$ cat src/csr_pkg.sv
`default_nettype none

package csr_pkg;

   localparam int NUM_CH    = 4;   // storage channels
   localparam int NUM_DATA  = 8;   // write-data and read-data words
   localparam int NUM_DEBUG = 16;  // debug perf counters

   typedef logic [63:0]               csr_data_t;
   typedef logic [21:0]               csr_addr_t;  // byte address
   typedef logic [7:0]                csr_be_t;
   typedef logic [$clog2(NUM_CH)-1:0] ch_idx_t;

   typedef enum logic [1:0] {
      idle,
      write_ack,
      read_ack
   } bus_state_t;

   // command register codes
   localparam csr_data_t CMD_START  = 64'd1;
   localparam csr_data_t CMD_END    = 64'd2;
   localparam csr_data_t CMD_UPDATE = 64'd3;

   localparam csr_addr_t ADDR_STRIDE    = 22'h008;  // one 64-bit word
   localparam csr_addr_t ADDR_CMD       = 22'h000;
   localparam csr_addr_t ADDR_PAGE      = 22'h008;
   localparam csr_addr_t ADDR_TEST_CASE = 22'h010;
   localparam csr_addr_t ADDR_REQ_ID    = 22'h018;
   localparam csr_addr_t ADDR_BLOCK_OFS = 22'h020;
   localparam csr_addr_t ADDR_RD_DATA   = 22'h030;  // base of read-data words
   localparam csr_addr_t ADDR_WR_DATA   = 22'h070;  // base of write-data words
   localparam csr_addr_t ADDR_SQ_ADDR   = 22'h0d0;
   localparam csr_addr_t ADDR_CQ_ADDR   = 22'h0d8;
   localparam csr_addr_t ADDR_BAR       = 22'h0e0;
   localparam csr_addr_t ADDR_SQ_TAIL   = 22'h0e8;
   localparam csr_addr_t ADDR_CQ_HEAD   = 22'h0f0;
   localparam csr_addr_t ADDR_HOST_BUF  = 22'h108;
   localparam csr_addr_t ADDR_QUEUE_IDX = 22'h110;
   localparam csr_addr_t ADDR_DEBUG     = 22'h228;  // base of debug window

   localparam csr_data_t REQ_ID_RESET = 64'h2a;

   // expands each byte enable bit to a full byte
   function automatic csr_data_t be_mask(input csr_be_t be);
      csr_data_t m;
      for (int i = 0; i < $bits(csr_be_t); i++) begin
         m[8*i +: 8] = {8{be[i]}};
      end
      return m;
   endfunction

endpackage

`default_nettype wire

$ cat src/csr_debug_window.sv
`default_nettype none

module csr_debug_window (
   input  wire                     clk,
   input  wire csr_pkg::csr_addr_t address,
   input  wire csr_pkg::csr_data_t debug_pf [csr_pkg::NUM_DEBUG],
   output logic                    rd_hit,
   output csr_pkg::csr_data_t      rd_value
);

   csr_pkg::csr_data_t                     debug_q [csr_pkg::NUM_DEBUG];
   csr_pkg::csr_addr_t                     dbg_ofs;
   logic [$clog2(csr_pkg::NUM_DEBUG)-1:0]  dbg_idx;

   // counters run freely, snapshot every cycle
   always_ff @(posedge clk) begin
      debug_q <= debug_pf;
   end

   assign dbg_ofs = address - csr_pkg::ADDR_DEBUG;
   assign dbg_idx = dbg_ofs[3 +: $bits(dbg_idx)];  // byte offset / 8

   assign rd_hit = (address >= csr_pkg::ADDR_DEBUG)
                && (address < csr_pkg::csr_addr_t'(csr_pkg::ADDR_DEBUG
                                                   + csr_pkg::NUM_DEBUG * csr_pkg::ADDR_STRIDE));

   assign rd_value = debug_q[dbg_idx];  // gated by rd_hit in the read mux

endmodule

`default_nettype wire

$ cat config.mk
export PLATFORM = sky130hd
export DESIGN_NAME = csr_debug_window
export DESIGN_NICKNAME = d
export VERILOG_FILES = /design/src/csr_pkg.sv /design/src/csr_debug_window.sv
export SDC_FILE = /design/constraint.sdc
export NUM_CORES = 1
export LEC_CHECK = 0
export BUFFER_PORTS_ARGS = -buffer_cell sky130_fd_sc_hd__buf_4
export CAP_MARGIN = 20
export CELL_PAD_IN_SITES_DETAIL_PLACEMENT = 1
export CELL_PAD_IN_SITES_GLOBAL_PLACEMENT = 1
export CORE_AREA = 5 5 436 438
export DETAILED_ROUTE_END_ITERATION = 8
export DIE_AREA = 0 0 441 443
export GPL_TIMING_DRIVEN = 1
export PLACE_DENSITY_LB_ADDON = 0.1
export SKIP_CTS_REPAIR_TIMING = 1
export SYNTH_ARGS = -nofsm -noshare
export SYNTH_HDL_FRONTEND = slang
export SYNTH_SLANG_ARGS = --single-unit
export TNS_END_PERCENT = 100
$ cat constraint.sdc
create_clock -name clk -period 4.25 [get_ports clk]
set_clock_uncertainty 0.2 [all_clocks]
set_input_delay 0.425 -clock clk [delete_from_list [all_inputs] [get_ports clk]]
set_output_delay 0.425 -clock clk [all_outputs]
set_load 0.02 [all_outputs]
==> metrics.csv <==
metric;value;unit
status;finished clean;
powerDensity;457;nW/um^2
critPathRequiredTime;3.62;ns
detail_route.drc_violations;0;
top_regs;debug_q: 1024 flops;
start_util;15.4;%
clockBufferDepth;3;
numPortBuffers;1108;
path_max_fanout;32;
row_count;159;
dieArea;195000;um^2
seq_area;20500;um^2
place_inst;5281;
hpwl;123000;um
synth_edf_count;0;
crit_path_start_kind;primary input;
post-route-period-util;85.6;%
synth_ff_type;dfxtp_1;
clkSinkCount;1024;
crit_path_max_incr_delay;0.56;ns
largest_register_ffs;1024;
power;25.2;mW
cp.arrival;3.01;ns
die_w;441;um
final_antenna_net_count;0;
regMostFlops;debug_q;
synth_seq_area_share;71.7;%
slew_headroom;32.4;%
yosys_register_bits;1024;
cp_cell_sequence;buf_8 -> buf_12 -> buf_4 -> buf_4 -> mux4_2 -> o21ai_0 -> nand4_1 -> buf_4;
layout.nets;4991;
gp_congestion;0.803;
first_global_vias;23000;
critPathBufInv;5;
htree_num_levels;4;
critical_path_depth;8;
nFillCells;20200;
cts_tree;done;
grt_pass1_wl;204000;um
ir_worst_vdd;0.338;mV
max_freq;0.275;GHz
yosys-top-cells-count;1024 x dfxtp_1, 256 x mux4_2, 236 x o21ai_0, 65 x nand4_1, 64 x clkbuf_1;
cp-end-kind;output port;
setup_tns;0;ns
holdWs;0.0843;ns
drv_cap;0;
vias;24000;
first_pass_iters;5;
grt_max_degree;53;
multiInputGateArea;7700;um^2
drive_above_1_share;40.6;%
cts_buffers;131;
dieHeight;443;um
drt_iter0_markers;971;
syn-num-nets;2782;
rsz0062_at_grt;false;
syn-cell-area;28600;um^2
grt_overflow;0;
hold_path.class;primary input to flop;
setup_viol;0;
syn_avg_cell_area;16.5;um^2
fin_cells;6583;
yosysUniqueCellTypes;25;
p_leak;22.9;nW
via_per_inst;3.65;
worst_slew_pin_slew;1.00;ns
crit_family;buffers and inverters;
cpMostUsedCell;buf_4;
async_reset_ff_share;0;%
antenna_found_initial;80;
yosys.cell_count.top_type;dfxtp_1;
clkTransAtPathRegs;0.06;ns
grt.total_usage;15.4;%
netlist_top_cells_area;dfxtp_1 72%, mux4_2 20%, o21ai_0 4.1%;
drt_wl_total;160000;um
hold_viol_final;0;
yosys.area.top_type;dfxtp_1;
netlist.area_leader.share;71.7;%
slew_violations;0;
ys_warn_count;0;
clockRootBuffer;clkbuf_16;
area_delta_synth_final;92.9;%
io_pins;1112;
wl_per_cell;24.4;um
critPathSlowestCell;mux4_2;
synth_cells;1734;
fin_crit;3.64;ns
worstSetupPathType;primary input to output port;
hold_depth;2;
coreArea;186000;um^2
## kinds of logic (layout without fill, tap and decap cells)
| group | after synthesis | count (layout) | synth area share [%] |
|---|---|---|---|
| buffers and inverters | 108 | 2417 | 1.61 |
| muxes | 256 | 256 | 20.2 |
| adders and majority gates | 1 | 1 | 0.0437 |
| AOI/OAI and AO/OA | 262 | 262 | 4.68 |
| xor gates and xnor gates | 1 | 1 | 0.0306 |
| DFF | 1024 | 1024 | 71.7 |
| other | 0 | 45 | 0 |
| and+or+nand+nor | 82 | 82 | 1.79 |
## stage by stage
stage,instance area [um^2],setup slack [ns],util (%)
4_1_cts,44800,0.389,24.1
6_report,55200,0.610,29.6
3_5_place_dp,40200,0.384,21.6
3_3_place_gp,40200,0.385,21.6
2_1_floorplan,28600,0.860,-
5_1_grt,55100,0.394,29.6
## report_power, final
part / switching [mW] / total (mW) / internal (mW)
Clock: 4.51 / 11.6 / 7.06
Combinational: 1.37 / 3.33 / 1.96
Sequential: 0.170 / 10.3 / 10.1
Total: 6.06 / 25.2 / 19.1
## placed cells by master (no fill, tap or decap), types with 3 or more instances in the layout
cell / synthesis / layout
nor2_1: 5 / 3
nand4_1: 65 / 65
bufinv_16: 0 / 13
clkinv_2: 0 / 22
clkinv_8: 0 / 8
clkbuf_8: 0 / 27
buf_4: 1 / 1140
clkinv_4: 0 / 4
o21ai_0: 236 / 236
dfxtp_1: 1024 / 1024
diode_2: 0 / 45
o21ai_1: 22 / 22
nand2b_1: 3 / 3
clkbuf_1: 64 / 18
buf_12: 0 / 17
clkbuf_16: 0 / 133
mux4_2: 256 / 256
dlygate4sd3_1: 0 / 1024
## worst paths after layout
kind                      start                   end  slack, ns
setup / recovery     address[3]          rd_value[40]       0.61
hold / removal    debug_pf[458]  debug_q[458]$_DFF_P_       0.08
## cell type report
cell class | instances | area share [%]
Clock inverter | 55 | 1.45
Antenna cell | 45 | 0.204
Multi-Input combinational cell | 602 | 14.0
Timing Repair Buffer | 2182 | 34.7
Inverter | 2 | 0.0136
Clock buffer | 178 | 6.83
Tap cell | 2495 | 5.66
Sequential cell | 1024 | 37.2
## routing by layer
layer,vias up,track usage (%),part of all wire [%]
met5,-,0,0.026
li1,10900,-,-
met4,6,5.79,2.5
met1,12000,17.0,39
met3,243,4.75,5.5
met2,849,27.4,53
No activity file was read; power rests on OpenSTA's default activity.
