[config.mk]
export PLATFORM = sky130hd
export DESIGN_NAME = csr_test_regs
export DESIGN_NICKNAME = d
export VERILOG_FILES = /design/src/csr_pkg.sv /design/src/csr_test_regs.sv
export SDC_FILE = /design/constraint.sdc
export NUM_CORES = 2
export LEC_CHECK = 0
export BUFFER_PORTS_ARGS = -buffer_cell sky130_fd_sc_hd__buf_2
export CAP_MARGIN = 20
export CORE_AREA = 8 8 553 555
export DETAILED_ROUTE_END_ITERATION = 7
export DIE_AREA = 0 0 561 563
export SYNTH_ARGS = -nofsm -noshare
export SYNTH_HDL_FRONTEND = slang
export SYNTH_SLANG_ARGS = --single-unit
[constraint.sdc]
create_clock -name clk -period 2.3 [get_ports clk]
set_input_delay 0.115 -clock clk [delete_from_list [all_inputs] [get_ports clk]]
set_output_delay 0.115 -clock clk [all_outputs]
set_load 0.03 [all_outputs]
[src/csr_pkg.sv]
`default_nettype none

package csr_pkg;

   localparam int NUM_CH    = 4;   // storage channels
   localparam int NUM_DATA  = 8;   // write-data and read-data words
   localparam int NUM_DEBUG = 16;  // debug perf counters

   typedef logic [63:0]               csr_data_t;
   typedef logic [21:0]               csr_addr_t;  // byte address
   typedef logic [7:0]                csr_be_t;
   typedef logic [$clog2(NUM_CH)-1:0] ch_idx_t;

   typedef enum logic [1:0] {
      idle,
      write_ack,
      read_ack
   } bus_state_t;

   // command register codes
   localparam csr_data_t CMD_START  = 64'd1;
   localparam csr_data_t CMD_END    = 64'd2;
   localparam csr_data_t CMD_UPDATE = 64'd3;

   localparam csr_addr_t ADDR_STRIDE    = 22'h008;  // one 64-bit word
   localparam csr_addr_t ADDR_CMD       = 22'h000;
   localparam csr_addr_t ADDR_PAGE      = 22'h008;
   localparam csr_addr_t ADDR_TEST_CASE = 22'h010;
   localparam csr_addr_t ADDR_REQ_ID    = 22'h018;
   localparam csr_addr_t ADDR_BLOCK_OFS = 22'h020;
   localparam csr_addr_t ADDR_RD_DATA   = 22'h030;  // base of read-data words
   localparam csr_addr_t ADDR_WR_DATA   = 22'h070;  // base of write-data words
   localparam csr_addr_t ADDR_SQ_ADDR   = 22'h0d0;
   localparam csr_addr_t ADDR_CQ_ADDR   = 22'h0d8;
   localparam csr_addr_t ADDR_BAR       = 22'h0e0;
   localparam csr_addr_t ADDR_SQ_TAIL   = 22'h0e8;
   localparam csr_addr_t ADDR_CQ_HEAD   = 22'h0f0;
   localparam csr_addr_t ADDR_HOST_BUF  = 22'h108;
   localparam csr_addr_t ADDR_QUEUE_IDX = 22'h110;
   localparam csr_addr_t ADDR_DEBUG     = 22'h228;  // base of debug window

   localparam csr_data_t REQ_ID_RESET = 64'h2a;

   // expands each byte enable bit to a full byte
   function automatic csr_data_t be_mask(input csr_be_t be);
      csr_data_t m;
      for (int i = 0; i < $bits(csr_be_t); i++) begin
         m[8*i +: 8] = {8{be[i]}};
      end
      return m;
   endfunction

endpackage

`default_nettype wire

[src/csr_test_regs.sv]
`default_nettype none

module csr_test_regs (
   input  wire                     clk,
   input  wire                     reset_n,
   input  wire                     wr_en,
   input  wire csr_pkg::csr_addr_t address,
   input  wire csr_pkg::csr_data_t wdata_masked,
   input  wire csr_pkg::csr_data_t read_data [csr_pkg::NUM_DATA],
   output logic                    start_proc,
   output logic                    end_proc,
   output logic                    update,
   output csr_pkg::csr_data_t      page_addr,
   output csr_pkg::csr_data_t      test_case,
   output csr_pkg::csr_data_t      requester_id,
   output csr_pkg::csr_data_t      block_index_offset,
   output csr_pkg::csr_data_t      write_data [csr_pkg::NUM_DATA],
   output logic                    rd_hit,
   output csr_pkg::csr_data_t      rd_value
);

   csr_pkg::csr_data_t           cmd_reg;                       // last command written
   csr_pkg::csr_data_t           read_data_q [csr_pkg::NUM_DATA];
   logic                         cmd_wr;
   logic [csr_pkg::NUM_DATA-1:0] wd_sel;                        // address is write-data word i
   logic [csr_pkg::NUM_DATA-1:0] rdd_sel;                       // address is read-data word i

   assign cmd_wr = wr_en && (address == csr_pkg::ADDR_CMD);

   always_comb begin
      for (int i = 0; i < csr_pkg::NUM_DATA; i++) begin
         wd_sel[i]  = (address == csr_pkg::csr_addr_t'(csr_pkg::ADDR_WR_DATA
                                                       + i * csr_pkg::ADDR_STRIDE));
         rdd_sel[i] = (address == csr_pkg::csr_addr_t'(csr_pkg::ADDR_RD_DATA
                                                       + i * csr_pkg::ADDR_STRIDE));
      end
   end

   always_ff @(posedge clk) begin
      if (!reset_n) begin
         cmd_reg            <= '0;
         page_addr          <= '0;
         test_case          <= '0;
         requester_id       <= csr_pkg::REQ_ID_RESET;
         block_index_offset <= '0;
         start_proc         <= 1'b0;
         end_proc           <= 1'b0;
         update             <= 1'b0;
         for (int i = 0; i < csr_pkg::NUM_DATA; i++) begin
            write_data[i] <= '0;
         end
      end else begin
         // pulses drop again unless the next cycle also commits a command
         start_proc <= cmd_wr && (wdata_masked == csr_pkg::CMD_START);
         end_proc   <= cmd_wr && (wdata_masked == csr_pkg::CMD_END);
         update     <= cmd_wr && (wdata_masked == csr_pkg::CMD_UPDATE);
         if (wr_en) begin
            case (address)
               csr_pkg::ADDR_CMD:       cmd_reg            <= wdata_masked;
               csr_pkg::ADDR_PAGE:      page_addr          <= wdata_masked;
               csr_pkg::ADDR_TEST_CASE: test_case          <= wdata_masked;
               csr_pkg::ADDR_REQ_ID:    requester_id       <= wdata_masked;
               csr_pkg::ADDR_BLOCK_OFS: block_index_offset <= wdata_masked;
               default: ;
            endcase
            for (int i = 0; i < csr_pkg::NUM_DATA; i++) begin
               if (wd_sel[i]) begin
                  write_data[i] <= wdata_masked;
               end
            end
         end
      end
   end

   // read-only words from the datapath, sampled every cycle
   always_ff @(posedge clk) begin
      read_data_q <= read_data;
   end

   always_comb begin
      rd_hit   = 1'b1;
      rd_value = '0;
      case (address)
         csr_pkg::ADDR_CMD:       rd_value = cmd_reg;
         csr_pkg::ADDR_PAGE:      rd_value = page_addr;
         csr_pkg::ADDR_TEST_CASE: rd_value = test_case;
         csr_pkg::ADDR_REQ_ID:    rd_value = requester_id;
         csr_pkg::ADDR_BLOCK_OFS: rd_value = block_index_offset;
         default:                 rd_hit   = 1'b0;
      endcase
      for (int i = 0; i < csr_pkg::NUM_DATA; i++) begin
         if (wd_sel[i]) begin
            rd_hit   = 1'b1;
            rd_value = write_data[i];
         end
         if (rdd_sel[i]) begin
            rd_hit   = 1'b1;
            rd_value = read_data_q[i];
         end
      end
   end

endmodule

`default_nettype wire

==> results_dict.tcl <==
set metrics [dict create \
    status "finished, violations left" \
    violations "DRC, setup timing" \
    globalplace.congestion 0.9814 \
    io_pins 1437 \
    reg.largest.list "read_data_q: 512 flops, write_data: 512 flops" \
    cts_tree "done" \
    reg2reg_from "write_data[67]$_SDFFE_PN0P_" \
    nets 9327 \
    synthCells 5706 \
    slew_headroom 0.3094 \
    syn_nets 6307 \
    drtAntennaViolNets 0 \
    hp-start "read_data[67]" \
    drt_iter0_drc 10160 \
    area_delta_synth_final_pct 80.36 \
    final_common_cell "nand2_1" \
    cp.arrival_ns 3.13 \
    peakVddDrop_mv 0.5546 \
    grt_use_total 0.2687 \
    fp.dieW_um 561 \
    setup_viol 125 \
    cap_violations 0 \
    drt-pass1-iter-count 8 \
    drt-wirelength-per-cell_um 35.68 \
    ys_types 61 \
    postSynthAreaPerCell_um2 8.893 \
    initial_utilization 0.1704 \
    worst-endpoint-required_ns 2.18 \
    grt_start_max_net_pins 195 \
    worstSetupStartpoint "address[12]" \
    skew_ns 0 \
    drc 35 \
    startpoint_type "primary input" \
    yosys.area.top_type "dfxtp_1" \
    tightestPinTransition_ns 1.036 \
    layout-drive-gt1-share 0.3411 \
    dieArea_mm2 0.3158 \
    cts_made_buffers 166 \
    cts_sinks 1347 \
    async_reset_ff_frac 0 \
    synth_area_leaders "dfxtp_1 (53%), nand2_1 (13%), a21boi_0 (10%), clkbuf_1 (3.7%), a22oi_1 (3.7%)" \
    yosysSeqAreaShare 0.5314 \
    rsz0062_at_grt "yes" \
    wl_um 459400 \
    synth_edf_count 0 \
    path_clk_slew_ns 0.08 \
    synth_area_mm2 0.05074 \
    dp.final_hpwl_um 329700 \
    hold_viol 0 \
    powerDensity_mw_per_mm2 603.4 \
    cp_max_fo 8 \
    synth-seq-cells 1347 \
    antenna_found_initial 75 \
    grt_pass1_vias 62080 \
    setup_slack_ns -0.9498 \
    clkLatencyLatePin_ns 0.79 \
    fin_crit_ns 3.250 \
    synthFlopType "dfxtp_1" \
    die_h_um 563 \
    fin_crit_sh 1.413 \
    io_buffers 1436 \
    pre_cts_slack_ns -1.110 \
    viasPerCell 5.038 \
    hold_class "in2reg" \
    power_leakage_nw 36.43 \
    fin_hold_ws_ns 0.06579 \
    critPathKind "in2out" \
    crit_path_end_kind "primary output" \
    fill_cells 30280 \
    drv_slew 0 \
    num_rows 201 \
    root_buffer "clkbuf_16" \
    grt_pass1_wl_um 583000 \
    clock.fmax_mhz 307.7 \
    grt_remaining_overflow 0 \
    synth_warnings 0 \
    netlist.area_leader.share 0.5314 \
    clock_tree.htree_level_count 4 \
    vias 64880 \
    coreArea_mm2 0.2978 \
    mostFrequentLayoutCells "nand2_1 (1683), buf_2 (1360), dfxtp_1 (1331)" \
    clock_path_buffers 4 \
]
-- stage by stage --
| stage | power [mW] | setup TNS, ns | instances | utilization | area [um^2] |
|---|---|---|---|---|---|
| floorplan | 25.08 | -8.783 | 5706 | - | 51890 |
| global placement | 26.88 | -330.55 | 11290 | 0.2330 | 69380 |
| CTS | 55.18 | -43.10 | 12750 | 0.3006 | 89510 |
| finish | 55.22 | -53.01 | 12880 | 0.3074 | 91520 |
| global route | 56.41 | -51.43 | 12830 | 0.3069 | 91400 |
| detailed placement | 26.87 | -342.01 | 11290 | 0.2331 | 69400 |
-- power by group --
group / leakage [nW] / switching, mW / internal [mW]
clock network: 2.65 / 11.9 / 15.2
logic: 22.7 / 1.86 / 2.11
registers: 11.0 / 0.392 / 23.8
-- cell type report --
type	count	area, um^2	area share
tap	3958	4952	0.05411
inverter	4	15.01	0.0001641
multi-input combinational	3809	25750	0.2813
antenna	67	167.7	0.001832
sequential	1347	26990	0.2949
timing repair buffer	3398	28270	0.3089
clock inverter	77	760.7	0.008312
clock buffer	218	4621	0.05049
-- Yosys cell counts, types with 3 or more instances --
cell type,instances
o21ai_0,6
a21boi_1,134
o32ai_1,3
a222oi_1,64
o211a_1,4
nor3_1,74
clkbuf_1,505
o311a_1,59
nand3_1,16
o22ai_1,242
nand2_1,1694
a221oi_1,61
nor3_2,4
or4_1,61
or3_1,3
a21oi_1,134
mux2i_1,5
buf_2,22
nor4_2,3
buf_1,12
buf_6,6
nor2b_1,4
nor2_1,85
o221ai_1,62
dfxtp_1,1347
a22oi_1,249
a2bb2oi_1,3
a22o_1,61
and3_1,7
nor4_1,20
nor4b_1,5
nand2b_1,5
inv_1,3
nand4_1,10
a21boi_0,695
-- path summary, 6_finish.rpt --
path / depth (start not counted) / slack, ns / to
setup / recovery: 13 / -0.95 / rd_value[9]
hold / removal: 2 / 0.07 / read_data_q[67]$_DFF_P_
setup reg to reg: 3 / 1.15 / write_data[67]$_SDFFE_PN0P_
hold reg to reg: 2 / 0.46 / cmd_reg[58]$_SDFFE_PN0P_
-- timing repair --
item	in CTS	in global routing
setup endpoints to repair	65	76
cloned	24	14
resized for setup	535	225
hold buffers	1077	2
pin swaps	121	122
hold endpoints to repair	1313	2
buffers inserted	75	66
-- cells by family (layout without fill, tap and decap cells) --
family                 after synthesis  after routing  share of synthesized area
AOI/OAI and AO/OA                 1804           1804                     0.2654
buffers and inverters              550           3697                    0.04219
DFF                               1347           1347                     0.5314
muxes                                6              6                   0.001208
other                                0             67                          0
and+or+nand+nor                   1999           1999                     0.1598
-- metal layers --
metal	vias up	routed length [um]	GRT usage
met5	-	492	0.005943
met4	46	32280	0.1434
met3	1465	68310	0.1270
met2	5578	190700	0.4042
met1	31410	167600	0.3159
li1	26370	-	-
-- worst max-delay path, stage by stage --
cell and delay (ns):
buf_6 0.10, nor4_4 0.36, buf_4 0.19, nand4_4 0.11
or4_4 0.67, buf_6 0.18, buf_16 0.17, buf_12 0.16
o22ai_2 0.08, nor3_1 0.07, o311a_4 0.42, o221ai_4 0.27
buf_6 0.20
No activity file was read; power rests on OpenSTA's default activity.
