## src/csr_pkg.sv

```systemverilog
`default_nettype none

package csr_pkg;

   localparam int NUM_CH    = 4;   // storage channels
   localparam int NUM_DATA  = 8;   // write-data and read-data words
   localparam int NUM_DEBUG = 16;  // debug perf counters

   typedef logic [63:0]               csr_data_t;
   typedef logic [21:0]               csr_addr_t;  // byte address
   typedef logic [7:0]                csr_be_t;
   typedef logic [$clog2(NUM_CH)-1:0] ch_idx_t;

   typedef enum logic [1:0] {
      idle,
      write_ack,
      read_ack
   } bus_state_t;

   // command register codes
   localparam csr_data_t CMD_START  = 64'd1;
   localparam csr_data_t CMD_END    = 64'd2;
   localparam csr_data_t CMD_UPDATE = 64'd3;

   localparam csr_addr_t ADDR_STRIDE    = 22'h008;  // one 64-bit word
   localparam csr_addr_t ADDR_CMD       = 22'h000;
   localparam csr_addr_t ADDR_PAGE      = 22'h008;
   localparam csr_addr_t ADDR_TEST_CASE = 22'h010;
   localparam csr_addr_t ADDR_REQ_ID    = 22'h018;
   localparam csr_addr_t ADDR_BLOCK_OFS = 22'h020;
   localparam csr_addr_t ADDR_RD_DATA   = 22'h030;  // base of read-data words
   localparam csr_addr_t ADDR_WR_DATA   = 22'h070;  // base of write-data words
   localparam csr_addr_t ADDR_SQ_ADDR   = 22'h0d0;
   localparam csr_addr_t ADDR_CQ_ADDR   = 22'h0d8;
   localparam csr_addr_t ADDR_BAR       = 22'h0e0;
   localparam csr_addr_t ADDR_SQ_TAIL   = 22'h0e8;
   localparam csr_addr_t ADDR_CQ_HEAD   = 22'h0f0;
   localparam csr_addr_t ADDR_HOST_BUF  = 22'h108;
   localparam csr_addr_t ADDR_QUEUE_IDX = 22'h110;
   localparam csr_addr_t ADDR_DEBUG     = 22'h228;  // base of debug window

   localparam csr_data_t REQ_ID_RESET = 64'h2a;

   // expands each byte enable bit to a full byte
   function automatic csr_data_t be_mask(input csr_be_t be);
      csr_data_t m;
      for (int i = 0; i < $bits(csr_be_t); i++) begin
         m[8*i +: 8] = {8{be[i]}};
      end
      return m;
   endfunction

endpackage

`default_nettype wire

```

## src/csr_read_mux.sv

```systemverilog
`default_nettype none

module csr_read_mux (
   input  wire                     clk,
   input  wire                     reset_n,
   input  wire                     rd_en,
   input  wire csr_pkg::csr_be_t   byteenable,
   input  wire                     test_hit,
   input  wire csr_pkg::csr_data_t test_value,
   input  wire                     queue_hit,
   input  wire csr_pkg::csr_data_t queue_value,
   input  wire                     debug_hit,
   input  wire csr_pkg::csr_data_t debug_value,
   output csr_pkg::csr_data_t      readdata
);

   csr_pkg::csr_data_t mask;
   csr_pkg::csr_data_t sel_value;

   assign mask = csr_pkg::be_mask(byteenable);

   // banks never overlap, so an and-or select is enough; zero when nobody hits
   assign sel_value = (test_hit  ? test_value  : '0)
                    | (queue_hit ? queue_value : '0)
                    | (debug_hit ? debug_value : '0);

   always_ff @(posedge clk) begin
      if (!reset_n) begin
         readdata <= '0;
      end else if (rd_en) begin
         readdata <= sel_value & mask;  // held through the read_ack cycle
      end
   end

endmodule

`default_nettype wire

```

## config.mk

```make
export PLATFORM = sky130hd
export DESIGN_NAME = csr_read_mux
export DESIGN_NICKNAME = d
export VERILOG_FILES = /design/src/csr_pkg.sv /design/src/csr_read_mux.sv
export SDC_FILE = /design/constraint.sdc
export NUM_CORES = 1
export LEC_CHECK = 0
export BUFFER_PORTS_ARGS = -buffer_cell sky130_fd_sc_hd__buf_2
export CAP_MARGIN = 25
export CORE_AREA = 2 2 104 106
export CTS_CLUSTER_DIAMETER = 200
export CTS_CLUSTER_SIZE = 40
export DETAILED_ROUTE_END_ITERATION = 10
export DIE_AREA = 0 0 106 108
export PLACE_DENSITY = 0.73
export SLEW_MARGIN = 30
export SYNTH_ARGS = -nofsm -noshare
export SYNTH_HDL_FRONTEND = slang
export SYNTH_SLANG_ARGS = --single-unit
```

## constraint.sdc

```tcl
create_clock -name clk -period 0.9 [get_ports clk]
set_input_delay 0.18 -clock clk [delete_from_list [all_inputs] [get_ports clk]]
set_output_delay 0.18 -clock clk [all_outputs]
set_load 0.02 [all_outputs]
```

==> metrics.md, run 1 <==
| Metric | Value |
|---|---|
| Syn Nets | `506` |
| Maximum vdd ir drop | `0.5832 mV` |
| Final ANT Viol Nets | `0` |
| Minimum clock period | `986.1 ps` |
| Remaining DRCs | `0` |
| Share of cells above drive strength 1 | `roughly two thirds` |
| Worst-path clk slew | `70 ps` |
| Combinational share of power | `24.5%` |
| WL met1 | `4200 um` |
| Largest register FFs | `64` |
| Met2 WL | `between 6000 and 7000 um` |
| CP Launch Type | `register` |
| Area delta synth->final | `69.22%` |
| Fillers | `938` |
| Sequential fraction of the synthesis area | `40.62%` |
| Post-DP HPWL | `8442 um` |
| Worst Tran Pin Value | `between 400 and 500 ps` |
| Syn Area/Cell | `10.51 sq um` |
| Reg power frac | `43.4%` |
| Crit Path Category | `register to primary output` |
| Post-synthesis cell count | `300` |
| Starting Density | `between 30% and 40%` |
| Post-CTS Hold Buffers | `0` |
| Tot GR Track Use | `19.04%` |
| #FFs+latches synth | `64` |
| Yosys top cell area share | `40.62%` |
| Largest regs | `readdata x64` |
| Final Cycle Share | `109.6%` |
| Main synth FF type | `dfxtp_1` |
| Ys Warns | `0` |
| Iter 0 DRT Violations | `436` |
| Wire length on met3 | `around 930 um` |
| Top routing layer used | `met4` |
| RSZ-0062 raised after global routing | `true` |
| Via count | `3893` |
| Pin count of the biggest net entering global routing | `42` |
| Max Root-Sink Buffers | `2` |
| Crit-path max FO | `2` |
| Die Span X | `106 um` |
| Crit path buf inv count | `1` |
| Die Span Y | `108 um` |
| Setup slack after layout | `-86.11 ps` |
| Leak | `2.375 nW` |
| Slew HR | `73.14%` |
| Root Buffer | `clkbuf_8` |
| TritonRoute pass-1 iters | `7` |
| Sink Count | `64` |
| Final GP Congestion | `0.7758` |
| Path category of the worst min-delay check | `input pin to register` |
| Max Slew Vio Count | `0` |
| Avg WL per Cell | `16.28 um` |
| Violated checks | `setup timing` |
| Worst EP required | `720 ps` |
| Initial antenna violation count | `0` |
| Post-synth EDFFs | `0` |
| Clk pwr share | `32.1%` |
| Crit path cell chain | `buf_6` |
| Area contributors post-synth | `dfxtp_1 41%, a222oi_1 20%, nand3b_1 15%` |
| Rows | `37` |
| NumNets Final | `777` |
| CTS tree | `done` |
| Setup violators final | `between 60 and 70` |
| H-tree levels | `3` |
| Critical path endpoint category | `primary output` |
| F_max | `roughly 1000 MHz` |
| Total clock buffers created by CTS | `9` |
| IO Count | `270` |
| WP data arrival | `slightly above 800 ps` |
| Distinct cells, synth | `10` |
| Drt total wl | `11560 um` |
| Place WS | `-298.8 ps` |
| Clock Latency Late Sink | `roughly 320 ps` |
| First-pass GRT wire length | `approximately 18000 um` |
| Number of vias per cell | `5.483` |
| IO buf count | `269` |
| Top cells by count, synth | `64 x a222oi_1, 64 x dfxtp_1, 64 x nand3b_1` |
| P_int | `5.200 mW` |
| Largest reg by FF count | `readdata` |
| NetSw | `1.961 mW` |
| GR Overflow Total | `0` |
| Clock skew | `0 ps` |
| Final core area utilization | `52.17%` |
| Sw frac | `a little over a quarter` |
| Core area | `around 10000 sq um` |
| FFs w/ async S/R, synth | `0%` |
| Synth Cell Area | `between 3000 and 4000 sq um` |
| Number of global-route vias before repair | `roughly 3900` |
| Status | `finished, violations left` |
| Hold Vio Cnt, Final | `0` |
| CP max stage cell | `dfxtp_2` |
| Max-cap violation count | `0` |
| Die Area | `11450 sq um` |
| Power per Cell Area | `1341 nW/um^2` |
| Largest stage delay, worst path | `approximately 360 ps` |
| Antenna cells | `0` |
| Family with the most delay on the worst path | `flip-flops` |
| Synth area leader | `dfxtp_1` |
## repair_timing
| action | in CTS | in global routing |
|---|---|---|
| setup buffers | 6 | 4 |
| gates resized for setup | 192 | 0 |
| setup endpoints to repair | 64 | 64 |
## path summary, 6_finish.rpt
kind / endpoint / slack, ps / startpoint / cells past startpoint
worst min-delay path: readdata[16] / 110 / debug_value[16] / 3
worst min register to register: readdata[58] / 480 / readdata[58] / 2
worst max register to register: readdata[36] / 70 / readdata[36] / 4
worst max-delay path: readdata[5] / -90 / readdata[5] / 1
## per-stage QoR
| stage | area (sq um) | hold WS, ps | cells | TNS (ps) | power [mW] |
|---|---|---|---|---|---|
| detailed placement | 4607 | 453.0 | 686 | -10690 | 4.661 |
| floorplan | 3186 | 355.0 | 300 | -865.6 | 3.936 |
| global route | 5338 | 96.81 | 710 | -6718 | 7.541 |
| global placement | 4607 | 445.1 | 686 | -8809 | 4.618 |
| finish | 5338 | 112.2 | 710 | -3859 | 7.160 |
| CTS | 5308 | 87.31 | 706 | -5497 | 7.249 |
## cell usage in the layout, fill, tap and decap left out
| cell | n |
|---|---|
| buf_2 | 205 |
| a222oi_1 | 64 |
| nand3b_1 | 64 |
| buf_6 | 64 |
| dfxtp_2 | 64 |
| o21ai_1 | 50 |
| buf_4 | 17 |
| o21ai_0 | 14 |
| buf_12 | 10 |
| clkbuf_8 | 9 |
| nand3_4 | 6 |
| nand3_1 | 2 |
| clkinv_2 | 2 |
| clkbuf_1 | 1 |
| bufinv_16 | 1 |
| clkinvlp_4 | 1 |
## power groups by stage
stage / registers (mW) / clock network, mW / logic [mW]
floorplan: 3.28 / 0 / 0.655
global placement: 3.10 / 0 / 1.51
detailed placement: 3.11 / 0 / 1.55
CTS: 3.11 / 2.41 / 1.74
global route: 3.12 / 2.54 / 1.88
finish: 3.11 / 2.30 / 1.75
## cell families (layout without fill, tap and decap cells)
| kind of cell | after synthesis | count (layout) | synth area share, % |
|---|---|---|---|
| AO/OA/AOI/OAI | 128 | 128 | 30.46 |
| AND/OR/NAND/NOR | 72 | 72 | 18.88 |
| flip-flops | 64 | 64 | 40.62 |
| buffers and inverters | 36 | 310 | 10.04 |
## worst min-delay path, cell delays in order
cell and delay [ps]:
buf_2 70, a222oi_1 50, o21ai_1 110
## cell type report
| cell class | instances | area, sq um | area share [%] |
|---|---|---|---|
| flip-flops and latches | 64 | 1361 | 25.50 |
| well taps | 136 | 170.2 | 3.188 |
| clock inverters | 4 | 47.55 | 0.8908 |
| repair buffers | 296 | 2074 | 38.87 |
| multi-input cells | 200 | 1556 | 29.16 |
| clock buffers | 10 | 127.6 | 2.391 |
## per-layer routing
metal	vias to the layer above	GRT usage, %
li1	1816	-
met1	1840	20.23
met2	215	35.94
met3	22	4.762
met4	0	7.801
met5	-	0
(Power assumes the default switching activity.)
==> run 2, diff against run 1 <==
- GPL_TIMING_DRIVEN: unset -> 0
==> run 2 against run 1 <==
Effect of this change: the flow still finishes with violations (setup timing); hold slack better by 2.5 ps; count of clock-buffer cells in the layout is 1 lower; highest routed layer unchanged; critical endpoint is now readdata[30]; clock power is 13% lower; largest cell class unchanged; critical path type unchanged.
==> metrics.md, run 2 (synthesis gave the netlist of run 1 again) <==
| Metric | Value |
|---|---|
| Post-CTS Hold Buffers | `0 (unchanged)` |
| H-tree levels | `3 (unchanged)` |
| Max Root-Sink Buffers | `2 (unchanged)` |
| Max Slew Vio Count | `0 (unchanged)` |
| CP max stage cell | `dfxtp_2` |
| Family with the most delay on the worst path | `flip-flops` |
| Iter 0 DRT Violations | `514 (+18%)` |
| Slew HR | `73.83% (+0.69 points)` |
| Max-cap violation count | `0 (unchanged)` |
| Violated checks | `setup timing` |
| Final GP Congestion | `0.7512 (-3.2%)` |
| Largest reg by FF count | `readdata` |
| Power per Cell Area | `1288 nW/um^2 (-4.0%)` |
| Fillers | `947 (+0.96%)` |
| Worst-path clk slew | `70 ps (about the same)` |
| Largest stage delay, worst path | `350 ps (about the same)` |
| Setup violators final | `64 (unchanged)` |
| Antenna cells | `0 (unchanged)` |
| Hold Vio Cnt, Final | `0 (unchanged)` |
| F_max | `1020 MHz (+0.60%)` |
| WP data arrival | `800 ps (about the same)` |
| Path category of the worst min-delay check | `input pin to register` |
| Status | `finished, violations left` |
| Crit path buf inv count | `1 (unchanged)` |
| Minimum clock period | `980.2 ps (-5.928 ps)` |
| Die Area | `11450 sq um (unchanged)` |
| Critical path endpoint category | `primary output` |
| Worst R2R Path Depth | `3 (-1)` |
| DP Area | `4682 sq um (+1.6%)` |
| FF-to-FF setup slack | `170 ps (+100 ps)` |
| Starting Density | `30.83% (unchanged)` |
| Met2 WL | `6924 um (+12%)` |
| Pin count of the biggest net entering global routing | `11 (-74%)` |
| Largest register FFs | `64 (unchanged)` |
| Crit-path max FO | `2 (unchanged)` |
| Final Power | `6.939 mW (-3.1%)` |
| CP Launch Type | `register` |
| Most frequent cells in the layout | `202 x buf_2, 86 x buf_6, 64 x a222oi_1, 64 x nand3b_1, 64 x dfxtp_2` |
| Via count | `3969 (+2.0%)` |
| Total clock buffers created by CTS | `9 (unchanged)` |
| Root Buffer | `clkbuf_8` |
| Rows | `37 (unchanged)` |
| Crit path cell chain | `buf_6` |
| IO Count | `270 (unchanged)` |
| NumNets Final | `792 (+1.9%)` |
| Drt total wl | `12940 um (+12%)` |
| TritonRoute pass-1 iters | `9 (+2)` |
| Worst Tran Pin Value | `392.6 ps (-10.30 ps)` |
| Share of cells above drive strength 1 | `65.99% (about the same)` |
| Setup slack after layout | `-80.18 ps (+5.928 ps)` |
| Number of global-route vias before repair | `3937 (+2.1%)` |
| RSZ-0062 raised after global routing | `true` |
| IO buf count | `265 (-1.5%)` |
| Final core area utilization | `52.65% (+0.48 points)` |
| CTS tree | `done` |
| Finished layout cell area | `5386 sq um (+0.91%)` |
| Clock skew | `0 ps (unchanged)` |
| Avg WL per Cell | `17.87 um (+9.8%)` |
| Clock Latency Late Sink | `330 ps (about the same)` |
| Hold path start | `debug_value[26]` |
| RR Endpoint | `readdata[12]` |
| Die Span X | `106 um (unchanged)` |
| Leak | `2.401 nW (+1.1%)` |
| GR Overflow Total | `0 (unchanged)` |
| Area delta synth->final | `70.77%` |
| Top routing layer used | `met4` |
| Number of vias per cell | `5.482 (about the same)` |
| WHS Path Cells | `3 (unchanged)` |
| Final ANT Viol Nets | `0 (unchanged)` |
| Maximum vdd ir drop | `0.9605 mV (+65%)` |
| First-pass GRT wire length | `19250 um (+9.0%)` |
| Post-DP HPWL | `9634 um (+14%)` |
| Tot GR Track Use | `21.24% (+2.2 points)` |
| Largest regs | `readdata x64` |
| Crit Path Category | `register to primary output` |
| Commonest non-fill, non-tap cell in the layout | `buf_2` |
| Wire length on met3 | `876 um (-5.6%)` |
| WL met1 | `5036 um (+20%)` |
| Sink Count | `64 (unchanged)` |
| Remaining DRCs | `0 (unchanged)` |
| RR Startpoint | `readdata[12]` |
| Die Span Y | `108 um (unchanged)` |
| Core area | `10230 sq um (unchanged)` |
| Hold Path Sink | `readdata[26]` |
| Final Cycle Share | `108.9% (-0.66 points)` |
| Worst EP required | `720 ps (about the same)` |
| Initial antenna violation count | `0 (unchanged)` |
## run 2: how the worst max path moves through the flow
stage	start	end	slack, ps	cells past startpoint
finish	readdata[30]	readdata[30]	-80	1
global route	readdata[30]	readdata[30]	-120	1
CTS	readdata[42]	readdata[42]	-100	1
detailed placement	debug_hit	readdata[5]	-270	4
global placement	debug_hit	readdata[5]	-250	4
floorplan	test_hit	readdata[39]	-30	4
## run 2: power by group
| part | total [mW] | switching [mW] | internal, mW |
|---|---|---|---|
| combinational | 1.82 | 0.844 | 0.974 |
| clock | 2.01 | 1.07 | 0.942 |
| sequential | 3.11 | 0.105 | 3.00 |
| total | 6.94 | 2.02 | 4.92 |
## run 2: metrics by stage
stage	worst slack [ps]	hold WS, ps	TNS, ps	std cells
after floorplan	-27.32	355.0	-865.6	300
after global placement	-253.0	450.7	-12230	701
after detailed placement	-266.1	453.3	-12980	701
after CTS	-100.0	93.24	-5502	723
after global routing	-123.6	110.2	-6174	724
final	-80.18	114.7	-3865	724
## run 2: area by class of cell
type,count,area (sq um),share of cell area [%]
multi-input cells,200,1556,28.90
plain buffers,36,347.8,6.458
clock inverters,4,25.02,0.4646
well taps,136,170.2,3.159
flip-flops and latches,64,1361,25.27
clock buffers,9,123.9,2.300
repair buffers,275,1802,33.45
## run 2: worst reg2reg max path, delay by kind of cell, from the launching register on
family	cells	cell delay [ps]
AOI/OAI and AO/OA	1	90
buffers and inverters	1	120
DFF	1	330
and+or+nand+nor	1	70
## run 2: layer usage
metal | up-vias | GRT usage (%)
met1 | 1903 | 23.26
met4 | 0 | 5.545
met2 | 210 | 41.52
li1 | 1846 | -
met5 | - | 0
met3 | 10 | 4.340
## run 2: repair_timing
item	in CTS	in global routing
setup buffers	9	1
endpoints found under the hold margin	0	0
endpoints found under the setup margin	64	64
gates resized for setup	192	0
==> run 3, diff against run 2 <==
- PLACE_DENSITY: 0.73 -> 0.69
==> run 3 against run 2 <==
Effect of this change: hold slack worse by 4.4 ps; worst setup slack got worse by 6.9 ps; core utilization is essentially flat; sequential power barely moved; largest power group unchanged; via count up 0.93%; critical path type unchanged; maximum frequency fell by 0.70%; the run still ends with setup timing left; global-route usage up 0.88 points; count of clock-buffer cells in the layout unchanged.
==> metrics.md, run 3 (synthesis gave the netlist of run 1 again) <==
| Metric | Value |
|---|---|
| Status | `finished, violations left` |
| Violated checks | `setup timing` |
| Final Power | `7.097 mW (+2.3%)` |
| Largest stage delay, worst path | `350 ps (about the same)` |
| Crit Path Category | `register to primary output` |
| GRT met3 Usage | `4.280% (-0.060 points)` |
| Final Cycle Share | `109.7% (+0.77 points)` |
| TritonRoute pass-1 iters | `9 (unchanged)` |
| Crit path buf inv count | `1 (unchanged)` |
| Die Area | `11450 sq um (unchanged)` |
| Iter 0 DRT Violations | `494 (-3.9%)` |
| Largest reg by FF count | `readdata` |
| Most frequent cells in the layout | `202 x buf_2, 86 x buf_6, 64 x a222oi_1, 64 x nand3b_1, 64 x dfxtp_2` |
| GR Overflow Total | `0 (unchanged)` |
| Path category of the worst min-delay check | `input pin to register` |
| Register area | `1361 sq um (unchanged)` |
| Place WS | `-303.3 ps (-37.20 ps)` |
| Hold Path Sink | `readdata[20]` |
| Root Buffer | `clkbuf_8` |
| Pin count of the biggest net entering global routing | `13 (+2)` |
| H-tree levels | `3 (unchanged)` |
| Worst-path clk slew | `80 ps (about the same)` |
| Fillers | `983 (+3.8%)` |
| Final ANT Viol Nets | `0 (unchanged)` |
| F_max | `1013 MHz (-0.70%)` |
| Cell Count, Final, Fillers Out | `724 (unchanged)` |
| Setup slack after layout | `-87.11 ps (-6.929 ps)` |
| Worst EP required | `720 ps (about the same)` |
| Worst R2R Path Depth | `3 (unchanged)` |
| Remaining DRCs | `0 (unchanged)` |
| Worst Tran Pin Value | `401.3 ps (+8.654 ps)` |
| Max Root-Sink Buffers | `2 (unchanged)` |
| Rows | `37 (unchanged)` |
| Hold Vio Cnt, Final | `0 (unchanged)` |
| Area taken by multi-input logic gates | `1556 sq um (unchanged)` |
| RR Endpoint | `readdata[9]` |
| Slew HR | `73.25% (-0.58 points)` |
| Power per Cell Area | `1317 nW/um^2 (+2.2%)` |
| Cells after DPL | `701 (unchanged)` |
| Crit-path max FO | `2 (unchanged)` |
| Drt total wl | `13350 um (+3.1%)` |
| Crit path depth | `1 (unchanged)` |
| Die Span X | `106 um (unchanged)` |
| Avg WL per Cell | `18.43 um (+3.1%)` |
| RSZ-0062 raised after global routing | `true` |
| Clock Latency Late Sink | `330 ps (about the same)` |
| WHS Path Cells | `3 (unchanged)` |
| Met1 GRT Util | `24.96% (+1.7 points)` |
| Family with the most delay on the worst path | `flip-flops` |
| First-pass GRT wire length | `19850 um (+3.1%)` |
| Setup violators final | `64 (unchanged)` |
| IO Count | `270 (unchanged)` |
| FF-to-FF setup slack | `150 ps (-20 ps)` |
| Core area | `10230 sq um (unchanged)` |
| RR Startpoint | `readdata[9]` |
| Post-CTS Hold Buffers | `0 (unchanged)` |
| CP max stage cell | `dfxtp_2` |
| GR peak layer | `met2` |
| Maximum vdd ir drop | `0.8628 mV (-10%)` |
| Number of global-route vias before repair | `4080 (+3.6%)` |
| Largest regs | `readdata x64` |
| IO buf count | `265 (unchanged)` |
| Tot GR Track Use | `22.12% (+0.88 points)` |
| Via count | `4006 (+0.93%)` |
| Final GP Congestion | `0.7807 (+3.9%)` |
| Area delta synth->final | `70.84% (about the same)` |
| Total clock buffers created by CTS | `9 (unchanged)` |
| Share of cells above drive strength 1 | `66.16% (+0.17 points)` |
| Leak | `2.404 nW (+0.13%)` |
| Max-cap violation count | `0 (unchanged)` |
| Crit path cell chain | `buf_6` |
| Clock skew | `0 ps (unchanged)` |
| Largest register FFs | `64 (unchanged)` |
| Max Slew Vio Count | `0 (unchanged)` |
| GR Util met2 | `40.23% (-1.3 points)` |
| NumNets Final | `789 (-0.38%)` |
| Initial antenna violation count | `0 (unchanged)` |
| Setup TNS | `-4403 ps (-538.4 ps)` |
| Sink Count | `64 (unchanged)` |
| Hold path start | `debug_value[20]` |
| Commonest non-fill, non-tap cell in the layout | `buf_2` |
| Starting Density | `30.83% (unchanged)` |
| CP Launch Type | `register` |
| Post-DP HPWL | `9909 um (+2.8%)` |
| CTS tree | `done` |
| Minimum clock period | `987.1 ps (+6.929 ps)` |
| Critical path endpoint category | `primary output` |
| Antenna cells | `0 (unchanged)` |
| WP data arrival | `810 ps (about the same)` |
| Die Span Y | `108 um (unchanged)` |
| Number of vias per cell | `5.533 (+0.93%)` |
-- run 3: metrics by stage --
stage | utilization [%] | hold WS [ps] | cell area (sq um)
after detailed placement | 45.76 | 458.1 | 4682
after global routing | 52.67 | 95.44 | 5389
final | 52.67 | 110.3 | 5389
after global placement | 45.76 | 450.5 | 4682
after CTS | 52.51 | 89.07 | 5373
after floorplan | - | 355.0 | 3186
-- run 3: layout make-up --
class                   count  share of cell area, %
clock inverters             7                 0.9055
well taps                 136                  3.158
multi-input cells         200                  28.88
clock buffers               9                  2.299
repair buffers            272                  33.02
flip-flops and latches     64                  25.26
plain buffers              36                  6.478
-- run 3: worst max-delay path by stage --
| stage | start | end | slack, ps |
|---|---|---|---|
| 6_report | readdata[14] | readdata[14] | -90 |
| 5_1_grt | readdata[14] | readdata[14] | -130 |
| 4_1_cts | readdata[14] | readdata[14] | -110 |
| 3_5_place_dp | debug_hit | readdata[8] | -300 |
| 3_3_place_gp | debug_hit | readdata[6] | -230 |
| 2_1_floorplan | test_hit | readdata[39] | -30 |
-- run 3: timing repair --
action / CTS / global route
resized for setup: 192 / 3
setup endpoints to repair: 64 / 66
buffers inserted: 5 / 2
pin swaps: 0 / 1
-- run 3: metal layers --
metal  vias to the layer above  share of wire (%)
li1                       1834                  -
met1                      1895                 38
met2                       244                 52
met3                        33                8.1
met4                         0                2.8
met5                         -                  0
-- run 3: where the power goes --
| part | leakage, nW | switching (mW) | internal [mW] |
|---|---|---|---|
| Clock | 0.0889 | 1.18 | 0.997 |
| Sequential | 0.550 | 0.104 | 3.00 |
| Combinational | 1.76 | 0.847 | 0.968 |
